File: config.mk
export PLATFORM = sky130hd
export DESIGN_NAME = entry_alloc
export DESIGN_NICKNAME = d
export VERILOG_FILES = /design/src/rs_div_pkg.sv /design/src/entry_alloc.sv
export SDC_FILE = /design/constraint.sdc
export NUM_CORES = 1
export LEC_CHECK = 0
export BUFFER_PORTS_ARGS = -buffer_cell sky130_fd_sc_hd__buf_2
export CORE_ASPECT_RATIO = 0.5
export CORE_MARGIN = 1.5
export CORE_UTILIZATION = 27
export DETAILED_ROUTE_END_ITERATION = 10
export HOLD_SLACK_MARGIN = 0.15
export PLACE_DENSITY_LB_ADDON = 0.15
export SYNTH_ARGS = -nofsm -noshare
export SYNTH_HDL_FRONTEND = slang
export SYNTH_SLANG_ARGS = --single-unit
File: constraint.sdc
create_clock -name clk -period 6.6 [get_ports clk]
set_input_delay 0.66 -clock clk [delete_from_list [all_inputs] [get_ports clk]]
set_output_delay 0.66 -clock clk [all_outputs]
set_load 0.05 [all_outputs]
File: src/rs_div_pkg.sv
package rs_div_pkg;

    localparam int rs_entries = 16;
    localparam int idx_w      = $clog2(rs_entries);
    localparam int tag_w      = 8;
    localparam int data_w     = 32;
    localparam int pc_w       = 32;
    localparam int aluop_w    = 4;

    // lowest bus index wins on a tag clash
    localparam int num_buses = 4;
    localparam int bus_alu   = 0;
    localparam int bus_mul   = 1;
    localparam int bus_div   = 2;
    localparam int bus_mem   = 3; // load data

    localparam int bus_prio [num_buses] = '{bus_alu, bus_mul, bus_div, bus_mem};

    typedef logic [idx_w-1:0]      entry_idx_t;
    typedef logic [rs_entries-1:0] entry_mask_t;
    typedef logic [tag_w-1:0]      tag_t;   // physical register
    typedef logic [data_w-1:0]     data_t;
    typedef logic [pc_w-1:0]       pc_t;
    typedef logic [aluop_w-1:0]    aluop_t;

    typedef struct packed {
        logic  valid;
        tag_t  tag;
        data_t data;
    } result_bus_t;

    typedef result_bus_t [num_buses-1:0] result_buses_t;

    typedef struct packed {
        tag_t  tag;
        data_t data;
        logic  valid; // operand already available
    } dispatch_src_t;

    typedef struct packed {
        logic          valid;
        pc_t           pc;
        tag_t          rd;
        aluop_t        aluop;
        dispatch_src_t src1;
        dispatch_src_t src2;
    } dispatch_t;

    typedef struct packed {
        pc_t    pc;
        tag_t   rd;
        aluop_t aluop;
    } payload_t;

    typedef payload_t [rs_entries-1:0] payload_array_t;
    typedef data_t [rs_entries-1:0]    data_array_t;

    // word handed to the divider
    typedef struct packed {
        logic   valid;
        pc_t    pc;
        tag_t   rd;
        aluop_t aluop;
        data_t  data1;
        data_t  data2;
    } issue_t;

endpackage

File: src/entry_alloc.sv
`timescale 1ns/1ps

module entry_alloc (
    input  logic                       clk,
    input  logic                       reset,
    input  logic                       dispatch_valid,
    input  rs_div_pkg::pc_t            pc,
    input  rs_div_pkg::tag_t           rd,
    input  rs_div_pkg::aluop_t         aluop,
    input  rs_div_pkg::entry_mask_t    grant,
    output rs_div_pkg::entry_idx_t     tail,
    output rs_div_pkg::entry_mask_t    busy,
    output rs_div_pkg::payload_array_t payload
);

    rs_div_pkg::entry_idx_t  tail_next;
    rs_div_pkg::entry_mask_t busy_next;

    // tail wraps without looking at busy
    always_comb begin
        if (tail == rs_div_pkg::entry_idx_t'(rs_div_pkg::rs_entries - 1)) begin
            tail_next = '0;
        end else begin
            tail_next = tail + 1'b1;
        end
    end

    always_comb begin
        busy_next = busy & ~grant; // issued entries free up
        if (dispatch_valid) begin
            busy_next[tail] = 1'b1;
        end
    end

    always_ff @(posedge clk or posedge reset) begin
        if (reset) begin
            tail <= '0;
            busy <= '0;
        end else begin
            busy <= busy_next;
            if (dispatch_valid) begin
                tail <= tail_next;
            end
        end
    end

    always_ff @(posedge clk) begin
        if (dispatch_valid) begin
            payload[tail].pc    <= pc;
            payload[tail].rd    <= rd;
            payload[tail].aluop <= aluop;
        end
    end

    // no full flag so the producer must not overrun the station
    dispatch_free_a: assert property (
        @(posedge clk) disable iff (reset)
        dispatch_valid |-> (!busy[tail] || grant[tail])
    ) else $error("dispatch into busy entry %0d", tail);

endmodule

== Yosys cells after proc, flatten, opt, wreduce, memory -nomap -nowiden ==
Index checks and enable logic that the tools add are counted.

* Bits in writable memories: 0
* Word-level logic and storage cells: 71
* Memories: 0
* Output and inout bits: 724
* Latch bits: 0
* Flip-flop bits (word level): 724
* Bits in read-only memories: 0

* Equal/unequal tests: 1
* Multipliers: 0
* Divide/modulo/power cells: 0
* Reductions and logical operators: 1
* Add/subtract/negate cells: 1
* Shift operators: 0
* Bitwise operators: 3
* Muxes and demuxes: 13
* Order comparisons: 2

{| class="wikitable"
|+ Operators with widths
! cell !! count
|-
| $bwmux W704 || 3
|-
| $demux W44 S4 || 3
|-
| $mux W44 || 1
|-
| $and A16 B16 Y16 || 1
|-
| $mux W16 || 1
|-
| $not A16 Y16 || 1
|-
| $or A16 B16 Y16 || 1
|-
| $mux W12 || 1
|-
| $mux W4 || 2
|-
| $lt A4 B5 Y1 const B || 1
|-
| $add A4 B1 Y4 const B || 1
|-
| $demux W1 S4 || 1
|-
| $eq A4 B4 Y1 const B || 1
|-
| $ge A4 B1 Y1 const B || 1
|-
| $logic_and A1 B1 Y1 || 1
|-
| $mux W1 || 1
|}

== Longest topological paths before layout ==
* Depth after elaboration: 7
* Mapped depth: 5
* Depth with buffers taken out: 4

== Least setup slack after synthesis ==
Ideal clock, no wire load.

* Path type: register to register
* From: register, netlist name tail[2]
* To: register payload[528] in the netlist's numbering, enable pin
* Setup time: 407 ps
* Arrival time: 2197 ps
* Cell stages (with the launch flop): 4
* Setup slack: 3997 ps
* Period minus slack after synthesis: 2603 ps
* Cell sequence: dfrtp_1 buf_4 and3_1 and2_1

{| class="wikitable"
|+ RTL lines
! item !! RTL line !! source
|-
| to (decl) || entry_alloc.sv:13 || <nowiki>output rs_div_pkg::payload_array_t payload</nowiki>
|}

== Worst setup path after layout ==
* From: register tail[3]
* To: output port tail[3]

{| class="wikitable"
|+ RTL lines
! item !! RTL line !! source
|-
| from (decl) || entry_alloc.sv:11 || <nowiki>output rs_div_pkg::entry_idx_t tail,</nowiki>
|-
| from (signal assigned) || entry_alloc.sv:42 || <nowiki>tail <= tail_next;</nowiki>
|}

No word-level cell between the ends.

==> metrics list <==
* DP HPWL: 50.7 mm
* Final setup violating endpoints: 0
* Count of cell types in the netlist: 22
- Most common cell after layout, fill and taps aside: sky130_fd_sc_hd__buf_2
* Net count after synthesis: about 960
- Remaining global-route overflow: 0
* CTS buffer count: 70
* Placed cells: 2771
- The share of the Yosys chip area taken by registers is 0.963.
* Antenna violations before repair: 1
- Post-route DRC: 18
* Die X-Extent: 411 µm
- TritonCTS built the clock tree.
* Boundary Pins: 787
- In the routed layout, each cell is associated on average with a via count of 4.12.
- Synthesis inferred ~720 register bits.
- Post-synthesis instance total: between 800 and 900
- Fraction of the mapped netlist area in adder cells: 0.00223
* Final cell count without fillers: between 2k and 3k
* Setup bufs post-CTS: 0
* Post-synthesis compound-gate area fraction: 0.00623
- Averaged over all synthesized cells, the footprint is 25.2 µm².
- For flop-to-flop paths, the worst setup slack is 4.33 ns.
- Final nets: 1808
- Largest fanout on the critical path: 19
- STA classifies the critical path endpoint as a primary output.
* Largest family of logic cells by synthesized area: simple AND/OR/NAND/NOR gates
- Total routed wirelength: ~77 mm
* Class of the worst hold path: in2async
- In this run the tool buffered the top-level ports with 786 buffer cells.
- Across the routed clock network, the largest skew measured is 0.0202 ns.
- Total global routing track utilization: 0.175
* Core region area: 0.0820 mm²
* Setup_tns: 0 ns
- XOR/XNOR share of the synthesized area: 0.000390
* Length of the first detailed-routing pass in iterations: 11
- Slew at the pin closest to its max-slew limit: about 1 ns
* Worst Setup Start Kind: flip-flop
* Per-cell routed wire length: approximately 27 µm
* First-pass GRT wire length: 102 mm
* Area occupied by multi-input gates: 762 µm²
- No sink is reached through more buffers than the 3 on the longest clock path.
* Share of cells above drive strength 1: 0.505
- The clock period could shrink to 2.35 ns.
- Counting the fill cells in the layout gives 7851.
- Arr. time, crit path: 1.69 ns
- Pin count of the biggest net entering global routing: 46
* Most frequent cells in the layout: sky130_fd_sc_hd__buf_2 (786), sky130_fd_sc_hd__edfxtp_1 (704), sky130_fd_sc_hd__clkbuf_16 (72)
- Chip height: 207 µm
* Die Footprint: between 0.08 and 0.09 mm²
* Final max-slew violation count: 0
* Skew-Pair Late Insertion Delay: 0.64 ns
- In the finished design, the share of the clock period the worst path needs comes to 0.357.
- CP Cell Sequence: buf_2
- The first routing iteration left 933 violations.
- Footprint of the flip-flops and latches: 0.0216 mm²
- Of the total synthesized cell area, the portion taken by AND, OR, NAND and NOR gates is 0.0237.
- H-tree levels: 3
- Timing would allow up to around 420 MHz.
- After synthesis, the share of cell area in mux cells is 0.
- # clock sinks: ~720
- For this design, the CTS-stage hold fixing added 0 buffers.
- Number of buffers and inverters on the critical path: 1
* Count of nets left with antenna violations after detail routing: 0
* Total via count after detailed routing: 11.9k
- Synth Warn #: 0
- The critical path is of the reg2out type.
* Starting density of the core: 0.274
- RSZ-0062 raised after global routing: false
- Cell family with the largest share of critical-path delay: flip-flops
- The tree is rooted in a sky130_fd_sc_hd__clkbuf_16.
- VDD sags by at most 0.164 mV.
* Static leakage power: approximately 11 nW
- Status: finished, violations left
- The count of final hold-check violations came to 0.
* Violated checks: design-rule violations
- Final Wtd Congestion: 0.770
- Area growth syn-to-layout: 33.3%
- Row generation in the floorplan step produced 74 rows.
- After clock tree synthesis, the clock-pin slew on the worst setup and hold paths is 0.07 ns.
- The tool flagged a number of max-cap violations equal to 0.
* Required time of the worst setup path: 5.94 ns
* Worst path slowest cell: sky130_fd_sc_hd__dfrtp_1
- Areal power density over the cells: 381 mW/mm²
* Vias in the first global route: 11.4k
* Number of gates resized after cts: 0
- Crit path largest cell delay: between 0.6 and 0.7 ns
- Netlist area before placement: 0.0225 mm²
- Remaining max-slew budget at the tightest pin: 0.319
[power breakdown]
| part | internal (W) | switching (W) |
|---|---|---|
| logic | 0.000271 | 0.00166 |
| registers | 0.00545 | 0.0000992 |
| clock network | 0.00216 | 0.00176 |
[metal layers]
metal,routed length [µm],vias up,GRT usage,share of wire
li1,-,5183,-,-
met1,27700,6351,0.193,0.36
met2,44500,307,0.340,0.58
met3,2770,99,0.0327,0.036
met4,1780,0,0.0492,0.023
met5,0,-,0,0
[stage by stage]
| stage | instance area [µm²] | setup WS [ns] | hold WS (ns) | total power (W) | utilization |
|---|---|---|---|---|---|
| final | 30000 | 4.25 | 0.208 | 0.0114 | 0.365 |
| after global routing | 30000 | 4.13 | 0.238 | 0.0118 | 0.365 |
| after CTS | 30000 | 4.19 | 0.182 | 0.0115 | 0.365 |
| after detailed placement | 27800 | 4.15 | 0.463 | 0.00762 | 0.339 |
| after global placement | 27800 | 4.23 | 0.458 | 0.00761 | 0.339 |
| after floorplan | 22500 | 4.00 | 0.624 | 0.00695 | - |
[path summary, 6_finish.rpt]
path | cells after the start | start | endpoint
setup reg to reg | 2 | tail[3] | payload[334]
hold / removal | 2 | reset | busy[8]
hold reg to reg | 1 | busy[4] | busy[4]
max in group asynchronous | 2 | reset | busy[14]
min in group clk | 3 | grant[13] | busy[13]
setup / recovery | 1 | tail[3] | tail[3]
[area by class of cell]
type | count | share of cell area
antenna | 1 | 0.0000835
sequential | 724 | 0.722
inverter | 19 | 0.00238
tap | 1102 | 0.0460
multi-input combinational | 140 | 0.0254
clock inverter | 42 | 0.0111
clock buffer | 81 | 0.0613
timing repair buffer | 786 | 0.131
[synth_stat cells]
cell / instances / area, µm²
sky130_fd_sc_hd__o21ai_0: 3 / 15.0
sky130_fd_sc_hd__and2_1: 12 / 75.1
sky130_fd_sc_hd__and2_4: 4 / 35.0
sky130_fd_sc_hd__nand2b_1: 8 / 50.1
sky130_fd_sc_hd__xnor2_1: 1 / 8.76
sky130_fd_sc_hd__or2_2: 1 / 6.26
sky130_fd_sc_hd__edfxtp_1: 704 / 21100
sky130_fd_sc_hd__a21oi_1: 1 / 5.00
sky130_fd_sc_hd__nor3b_2: 1 / 12.5
sky130_fd_sc_hd__nor2_1: 64 / 240
sky130_fd_sc_hd__buf_2: 3 / 15.0
sky130_fd_sc_hd__inv_1: 19 / 71.3
sky130_fd_sc_hd__nand2_1: 19 / 71.3
sky130_fd_sc_hd__clkbuf_1: 4 / 15.0
sky130_fd_sc_hd__and3b_4: 1 / 12.5
sky130_fd_sc_hd__dfrtp_1: 20 / 500
sky130_fd_sc_hd__ha_1: 4 / 50.1
sky130_fd_sc_hd__and3_1: 1 / 6.26
sky130_fd_sc_hd__nand3_1: 3 / 15.0
sky130_fd_sc_hd__and3b_1: 1 / 8.76
sky130_fd_sc_hd__a21o_1: 16 / 120
sky130_fd_sc_hd__buf_4: 1 / 7.51
[sequential cells by signal, summed over array words and instances (netlist names)]
name / cells
payload: 704
busy: 16
tail: 4
[kinds of logic (layout without fill, tap and decap cells)]
group | Yosys count | in the layout
other | 0 | 1
AOI/OAI and AO/OA | 20 | 20
and+or+nand+nor | 115 | 115
buffers and inverters | 27 | 928
xor gates and xnor gates | 1 | 1
adders and majority gates | 4 | 4
DFF | 724 | 724
Note: power is estimated with default switching activity, not from simulation.
