$ cat src/rs_div_pkg.sv
package rs_div_pkg;

    localparam int rs_entries = 16;
    localparam int idx_w      = $clog2(rs_entries);
    localparam int tag_w      = 8;
    localparam int data_w     = 32;
    localparam int pc_w       = 32;
    localparam int aluop_w    = 4;

    // lowest bus index wins on a tag clash
    localparam int num_buses = 4;
    localparam int bus_alu   = 0;
    localparam int bus_mul   = 1;
    localparam int bus_div   = 2;
    localparam int bus_mem   = 3; // load data

    localparam int bus_prio [num_buses] = '{bus_alu, bus_mul, bus_div, bus_mem};

    typedef logic [idx_w-1:0]      entry_idx_t;
    typedef logic [rs_entries-1:0] entry_mask_t;
    typedef logic [tag_w-1:0]      tag_t;   // physical register
    typedef logic [data_w-1:0]     data_t;
    typedef logic [pc_w-1:0]       pc_t;
    typedef logic [aluop_w-1:0]    aluop_t;

    typedef struct packed {
        logic  valid;
        tag_t  tag;
        data_t data;
    } result_bus_t;

    typedef result_bus_t [num_buses-1:0] result_buses_t;

    typedef struct packed {
        tag_t  tag;
        data_t data;
        logic  valid; // operand already available
    } dispatch_src_t;

    typedef struct packed {
        logic          valid;
        pc_t           pc;
        tag_t          rd;
        aluop_t        aluop;
        dispatch_src_t src1;
        dispatch_src_t src2;
    } dispatch_t;

    typedef struct packed {
        pc_t    pc;
        tag_t   rd;
        aluop_t aluop;
    } payload_t;

    typedef payload_t [rs_entries-1:0] payload_array_t;
    typedef data_t [rs_entries-1:0]    data_array_t;

    // word handed to the divider
    typedef struct packed {
        logic   valid;
        pc_t    pc;
        tag_t   rd;
        aluop_t aluop;
        data_t  data1;
        data_t  data2;
    } issue_t;

endpackage

$ cat src/issue_select.sv
`timescale 1ns/1ps

module issue_select (
    input  logic                       clk,
    input  logic                       reset,
    input  rs_div_pkg::entry_mask_t    busy,
    input  rs_div_pkg::entry_mask_t    ready1,
    input  rs_div_pkg::entry_mask_t    ready2,
    input  rs_div_pkg::data_array_t    data1,
    input  rs_div_pkg::data_array_t    data2,
    input  rs_div_pkg::payload_array_t payload,
    output rs_div_pkg::entry_mask_t    grant,
    output rs_div_pkg::issue_t         issue
);

    rs_div_pkg::entry_mask_t cand;
    rs_div_pkg::entry_idx_t  pick;

    assign cand = busy & ready1 & ready2;

    // isolate lowest set bit
    assign grant = cand & (~cand + 1'b1);

    always_comb begin
        pick = '0;
        for (int e = 0; e < rs_div_pkg::rs_entries; e++) begin
            if (grant[e]) begin
                pick = rs_div_pkg::entry_idx_t'(e);
            end
        end
    end

    always_ff @(posedge clk or posedge reset) begin
        if (reset) begin
            issue <= '0;
        end else if (|cand) begin
            issue.valid <= 1'b1;
            issue.pc    <= payload[pick].pc;
            issue.rd    <= payload[pick].rd;
            issue.aluop <= payload[pick].aluop;
            issue.data1 <= data1[pick];
            issue.data2 <= data2[pick];
        end else begin
            issue <= '0; // idle word to divider
        end
    end

    grant_onehot_a: assert property (
        @(posedge clk) disable iff (reset)
        $onehot0(grant)
    ) else $error("grant not one-hot: %h", grant);

    issue_after_grant_a: assert property (
        @(posedge clk) disable iff (reset)
        issue.valid |-> $past(|grant)
    ) else $error("issue without grant");

endmodule

$ cat config.mk
export PLATFORM = sky130hd
export DESIGN_NAME = issue_select
export DESIGN_NICKNAME = d
export VERILOG_FILES = /design/src/rs_div_pkg.sv /design/src/issue_select.sv
export SDC_FILE = /design/constraint.sdc
export NUM_CORES = 2
export LEC_CHECK = 0
export ABC_AREA = 1
export ABC_CLOCK_PERIOD_IN_PS = 3200
export BUFFER_PORTS_ARGS = -buffer_cell sky130_fd_sc_hd__buf_2
export CAP_MARGIN = 20
export CORE_AREA = 5 5 748 750
export CTS_BUF_LIST = sky130_fd_sc_hd__clkbuf_4
export CTS_CLUSTER_SIZE = 24
export DETAILED_ROUTE_END_ITERATION = 10
export DIE_AREA = 0 0 753 755
export GPL_TIMING_DRIVEN = 0
export HOLD_SLACK_MARGIN = 0.06
export PLACE_DENSITY_LB_ADDON = 0.3
export SYNTH_ARGS = -nofsm -noshare
export SYNTH_HDL_FRONTEND = slang
export SYNTH_SLANG_ARGS = --single-unit
$ cat constraint.sdc
create_clock -name clk -period 3.2 [get_ports clk]
set_clock_uncertainty 0.15 [all_clocks]
set_input_delay 0.16 -clock clk [delete_from_list [all_inputs] [get_ports clk]]
set_output_delay 0.16 -clock clk [all_outputs]
set_load 0.05 [all_outputs]
Yosys cells after proc, flatten, opt, wreduce, memory -nomap -nowiden

Cells that the tools add are included.

Bits in registers: 109
Latch bits: 0
RAM bits: 0
ROM bits: 0
Output and inout port bits: 125
Memories: 0

Add/subtract/negate cells: 1
$mul: 0
Divide/modulo/power cells: 0
$lt $le $gt $ge: 1
Eq/ne operators: 0
Shift operators: 0
Muxes and demuxes: 22
Bitwise operators: 4
Reductions and logical operators: 1

Operators with widths:

| cell                                                                         | count |
|---|---|
| 32-bit binary-select mux with 4-bit select                                   | 2 |
| 44-bit binary-select mux with 4-bit select                                   | 1 |
| 109-bit 2-to-1 mux                                                           | 1 |
| 32-bit 2-to-1 mux                                                            | 2 |
| 4-bit 2-to-1 mux                                                             | 14 |
| 16-bit bitwise AND                                                           | 3 |
| 44-bit 2-to-1 mux                                                            | 1 |
| 16-bit by 1-bit adder with 16-bit output, second input constant              | 1 |
| 16-bit inverter                                                              | 1 |
| 16-bit OR reduction                                                          | 1 |
| 4-bit by 5-bit less-than comparator with 1-bit output, second input constant | 1 |
| 1-bit 2-to-1 mux                                                             | 1 |

Depth between registers and ports, before layout

Depth after elaboration: 23
Depth in mapped cells: 18
Gate-level depth less buffers: 15

Worst setup path after synthesis

No wires, ideal clock.

Path type: input-to-reg
From: input busy[1]
To: register issue[100] (netlist name)
Library setup time: 117 ps
Arrival time: 2997 ps
Setup slack: -64 ps
Cell stages on the path: 14
Path buffers: 2
Cell sequence: nand3_2 nand2_4 nor2_8 inv_1 nor4_1 nor2_1 nand2_1 nor2_2 inv_2 buf_2 buf_2 nand2_1 nor2_1 nor2_1

Elaborated cells between the ends (all ways): 24
Classes of those cells: 1 x add/sub; 18 x mux; 4 x bitwise; 1 x reduce/logical

RTL lines:

| what                                       | line               | source |
|---|---|---|
| start, declared                            | issue_select.sv:6  | `input rs_div_pkg::entry_mask_t busy,` |
| 16-bit bitwise AND (2 in a row)            | issue_select.sv:19 | `assign cand = busy & ready1 & ready2;` |
| 16-bit inverter                            | issue_select.sv:22 | `assign grant = cand & (~cand + 1'b1);` |
| 16-bit by 1-bit adder with 16-bit output   | issue_select.sv:22 |  |
| 16-bit bitwise AND                         | issue_select.sv:22 |  |
| via grant[8]                               | issue_select.sv:12 | `output rs_div_pkg::entry_mask_t grant,` |
| 4-bit 2-to-1 mux (8 in a row)              | issue_select.sv:27 | `if (grant[e]) begin` |
| 44-bit binary-select mux with 4-bit select | issue_select.sv:38 | `issue.pc <= payload[pick].pc;` |
| 44-bit 2-to-1 mux                          | n/a                |  |
| 109-bit 2-to-1 mux                         | issue_select.sv:36 | `end else if (\|cand) begin` |
| end, declared                              | issue_select.sv:13 | `output rs_div_pkg::issue_t issue` |

The timed path passes the listed nets, and every way through them passes these cells. The select of a mux whose other input is x is not followed.

Worst setup path after layout

From: input busy[12]
To: register issue[76] (netlist name)

Longest elaborated chain between the ends: 12
Elaborated cells between the ends (all ways): 13
Classes of those cells: 1 x add/sub; 7 x mux; 4 x bitwise; 1 x reduce/logical

Ends and longest elaborated chain:

| what                                       | line |
|---|---|
| 16-bit bitwise AND * (2 in a row)          | issue_select.sv:19 |
| 16-bit inverter                            | issue_select.sv:22 |
| 16-bit by 1-bit adder with 16-bit output   | issue_select.sv:22 |
| 16-bit bitwise AND                         | issue_select.sv:22 |
| 4-bit 2-to-1 mux (4 in a row)              | issue_select.sv:27 |
| 44-bit binary-select mux with 4-bit select | issue_select.sv:38 |
| 44-bit 2-to-1 mux                          | n/a |
| 109-bit 2-to-1 mux *                       | issue_select.sv:36 |

Every way passes the cells marked *; elsewhere a longest branch is shown, timed or not. The select of a mux whose other input is x is not followed.

==> impl_metrics.env <==
export IMPL_status="finished with violations"
export IMPL_violations="negative setup slack"
export IMPL_critPathKind="input pin to flop"
export IMPL_reg_top3="issue (109)"
export IMPL_rsz0062_at_grt="true"
export IMPL_grt_start_max_net_pins=68
export IMPL_end_kind="flop"
export IMPL_dp_hpwl_mm=502
export IMPL_cts_buffers=13
export IMPL_drc=0
export IMPL_start_kind="input pin"
export IMPL_start_util_pct=3.79
export IMPL_period_needed_ps=3220
export IMPL_yosys_top_cells_area="nand2_1 33%, nand3_1 29%, dfrtp_1 13%"
export IMPL_design_core_area_um2=552000
export IMPL_syn_area_um2=20900
export IMPL_rows=273
export IMPL_critPathRequiredTime_ps=3820
export IMPL_clockBufferDepth=3
export IMPL_critPathSlowestCell="nor2_1"
export IMPL_slew_violations=0
export IMPL_powerDensity_nw_per_um2=387
export IMPL_io_pins=1903
export IMPL_wl_per_cell_um=36.0
export IMPL_path_max_fanout=10
export IMPL_syn_to_final_growth_pct=207
export IMPL_synth_warnings=0
export IMPL_synth_largest_area_cell="nand2_1"
export IMPL_regMostFlops="issue"
export IMPL_final_cell_mix="2176 x dlygate4sd3_1, 2044 x buf_2, 1846 x nand2_1"
export IMPL_synthCells=4170
export IMPL_vias=52200
export IMPL_cap_viol_max_count=0
export IMPL_clock_sinks=109
export IMPL_worst_slack_ps=-15.1
export IMPL_drive_gt1_share_pct=29.3
export IMPL_finalHoldViolations=0
export IMPL_placedCellCount=13400
export IMPL_largest_reg_flops=109
export IMPL_wl_met2_mm=248
export IMPL_grt_total_usage_pct=19.2
export IMPL_first_pass_iters=7
export IMPL_fin_cells=15900
export IMPL_dieArea_um2=569000
export IMPL_postRouteAntennaNets=0
export IMPL_highest_layer="met5"
export IMPL_grt_ovfl_total=0
export IMPL_cts_htree_levels=3
export IMPL_final_net_count=10100
export IMPL_cpPeakStageDelay_ps=630
export IMPL_p_leak_nw=28.2
export IMPL_port_buffers=1902
export IMPL_die_h_um=755
export IMPL_max_slew_worst_pin_slew_ps=1140
export IMPL_grt_pass1_vias=51300
export IMPL_critPathArrivalTime_ps=3840
export IMPL_vdd_drop_max_v=0.000194
export IMPL_ys_seq_area_share_pct=13.0
export IMPL_synth_top_area_share_pct=33.2
export IMPL_fin_crit_sh_pct=100
export IMPL_ys_types=30
export IMPL_crit_path_frequent_cell="nor2_1"
export IMPL_wirelength_met1_mm=246
export IMPL_slew_headroom_pct=24.0
export IMPL_place_gp_congestion=0.869
export IMPL_synth_nets=5948
export IMPL_cts_root_buf="clkbuf_4"
export IMPL_vias_per_cell=3.28
export IMPL_grt_pass1_wl_mm=678
export IMPL_die_x_um=753
export IMPL_clock_fmax_mhz=311
export IMPL_cp_cell_sequence="buf_2 -> nand3_2 -> nand2_1 -> nor2_1 -> nand2_1 -> nor2_4 -> nand2_1 -> inv_2 -> nor2_1 -> nand3_1 -> buf_6 -> inv_6 -> buf_4 -> buf_4 -> a21oi_1 -> a21oi_2 -> nor2_1 -> nor2_1"
export IMPL_worstHoldPathType="input pin to flop"
export IMPL_cts_tree="done"
export IMPL_layout_commonest_cell="dlygate4sd3_1"
export IMPL_drt_iter0_drc=5272
export IMPL_avgSynthCellArea_um2=5.02
export IMPL_setup_viol=1
export IMPL_fill_cells=64600
export IMPL_synth_seq_cells=109
export IMPL_dp_slack_ps=-2960
export IMPL_cts_clk_slew_worst_paths_ps=220
export IMPL_antenna_found_initial=514
export IMPL_drt_total_wl_mm=572
export IMPL_wl_met3_mm=51.3
## what timing repair did
item	in CTS	in global routing
setup buffers	4	6
resized for setup	224	56
hold endpoints to repair	218	0
pin swaps	1	1
setup endpoints to repair	109	85
hold buffers	2176	0
## worst paths after layout
kind	from	end	slack, ps	cells after the start
worst max-delay path	busy[12]	issue[76]	-20	18
max in group asynchronous	reset	issue[85]	1320	5
min in group asynchronous	reset	issue[19]	270	4
worst min-delay path	data1[457]	issue[41]	170	7
## routing by layer
metal,up-vias,track usage [%]
li1,22500,-
met1,24500,24.8
met2,3905,30.0
met3,1062,5.86
met4,220,7.04
met5,-,0
## power breakdown
group / internal (mW) / total [mW] / switching [mW]
combinational: 5.86 / 21.8 / 15.9
clock: 0.202 / 1.12 / 0.919
sequential: 1.86 / 1.99 / 0.135
total: 7.92 / 24.9 / 17.0
## stage by stage
step / util, % / instance area (µm²) / hold WS, ps / TNS (ps) / total power [mW]
floorplan: - / 20900 / 258 / 0 / 8.86
finish: 11.6 / 64200 / 173 / -15.1 / 24.9
CTS: 11.5 / 63200 / 60.0 / -164 / 25.6
global route: 11.6 / 63900 / 128 / -9.02 / 26.3
detailed placement: 7.33 / 40400 / 93.2 / -246070 / 21.2
global placement: 7.17 / 39600 / 411 / -896100 / 20.9
## logic make-up after synthesis
kind of cell    after synthesis  synth area share [%]
compound gates              219                  5.24
buf+inv                     415                  11.0
flops                       109                  13.0
simple gates               3427                  70.7
## synth_stat cells
| library cell | number |
|---|---|
| a21oi_1 | 218 |
| nor2_4 | 1 |
| nor3_1 | 1 |
| nand2_4 | 1 |
| and2_0 | 1 |
| buf_8 | 3 |
| nor2_1 | 240 |
| o21ai_0 | 1 |
| nand3_4 | 1 |
| dfrtp_1 | 109 |
| buf_1 | 21 |
| nand4_2 | 1 |
| buf_2 | 203 |
| inv_1 | 18 |
| nor4_1 | 1 |
| nand3_1 | 1204 |
| nand2_1 | 1851 |
| inv_8 | 1 |
| nor2_8 | 1 |
| buf_6 | 40 |
| nand3_2 | 10 |
| buf_4 | 41 |
| nor3_4 | 1 |
| nand4_1 | 109 |
| clkinv_2 | 1 |
| nand2_2 | 1 |
| clkbuf_1 | 82 |
| inv_4 | 1 |
| nor2_2 | 3 |
| inv_2 | 4 |
## critical path: cells and delay by family
kind,cells,cell delay (ps)
and+or+nand+nor,10,1730
buffers and inverters,6,1220
AOI/OAI and AO/OA,2,560
## cell type report
class                   count  area (µm²)  area share [%]
well taps                7287        9120            14.2
inverters                  25         133           0.206
diodes                    294         736            1.15
repair buffers           4132       32200            50.1
flip-flops and latches    109        2730            4.25
multi-input cells        3646       16500            25.7
clock buffers              13        97.6           0.152
clock inverters             3        18.8          0.0292
plain buffers             388        2670            4.16
(Power assumes the default switching activity.)
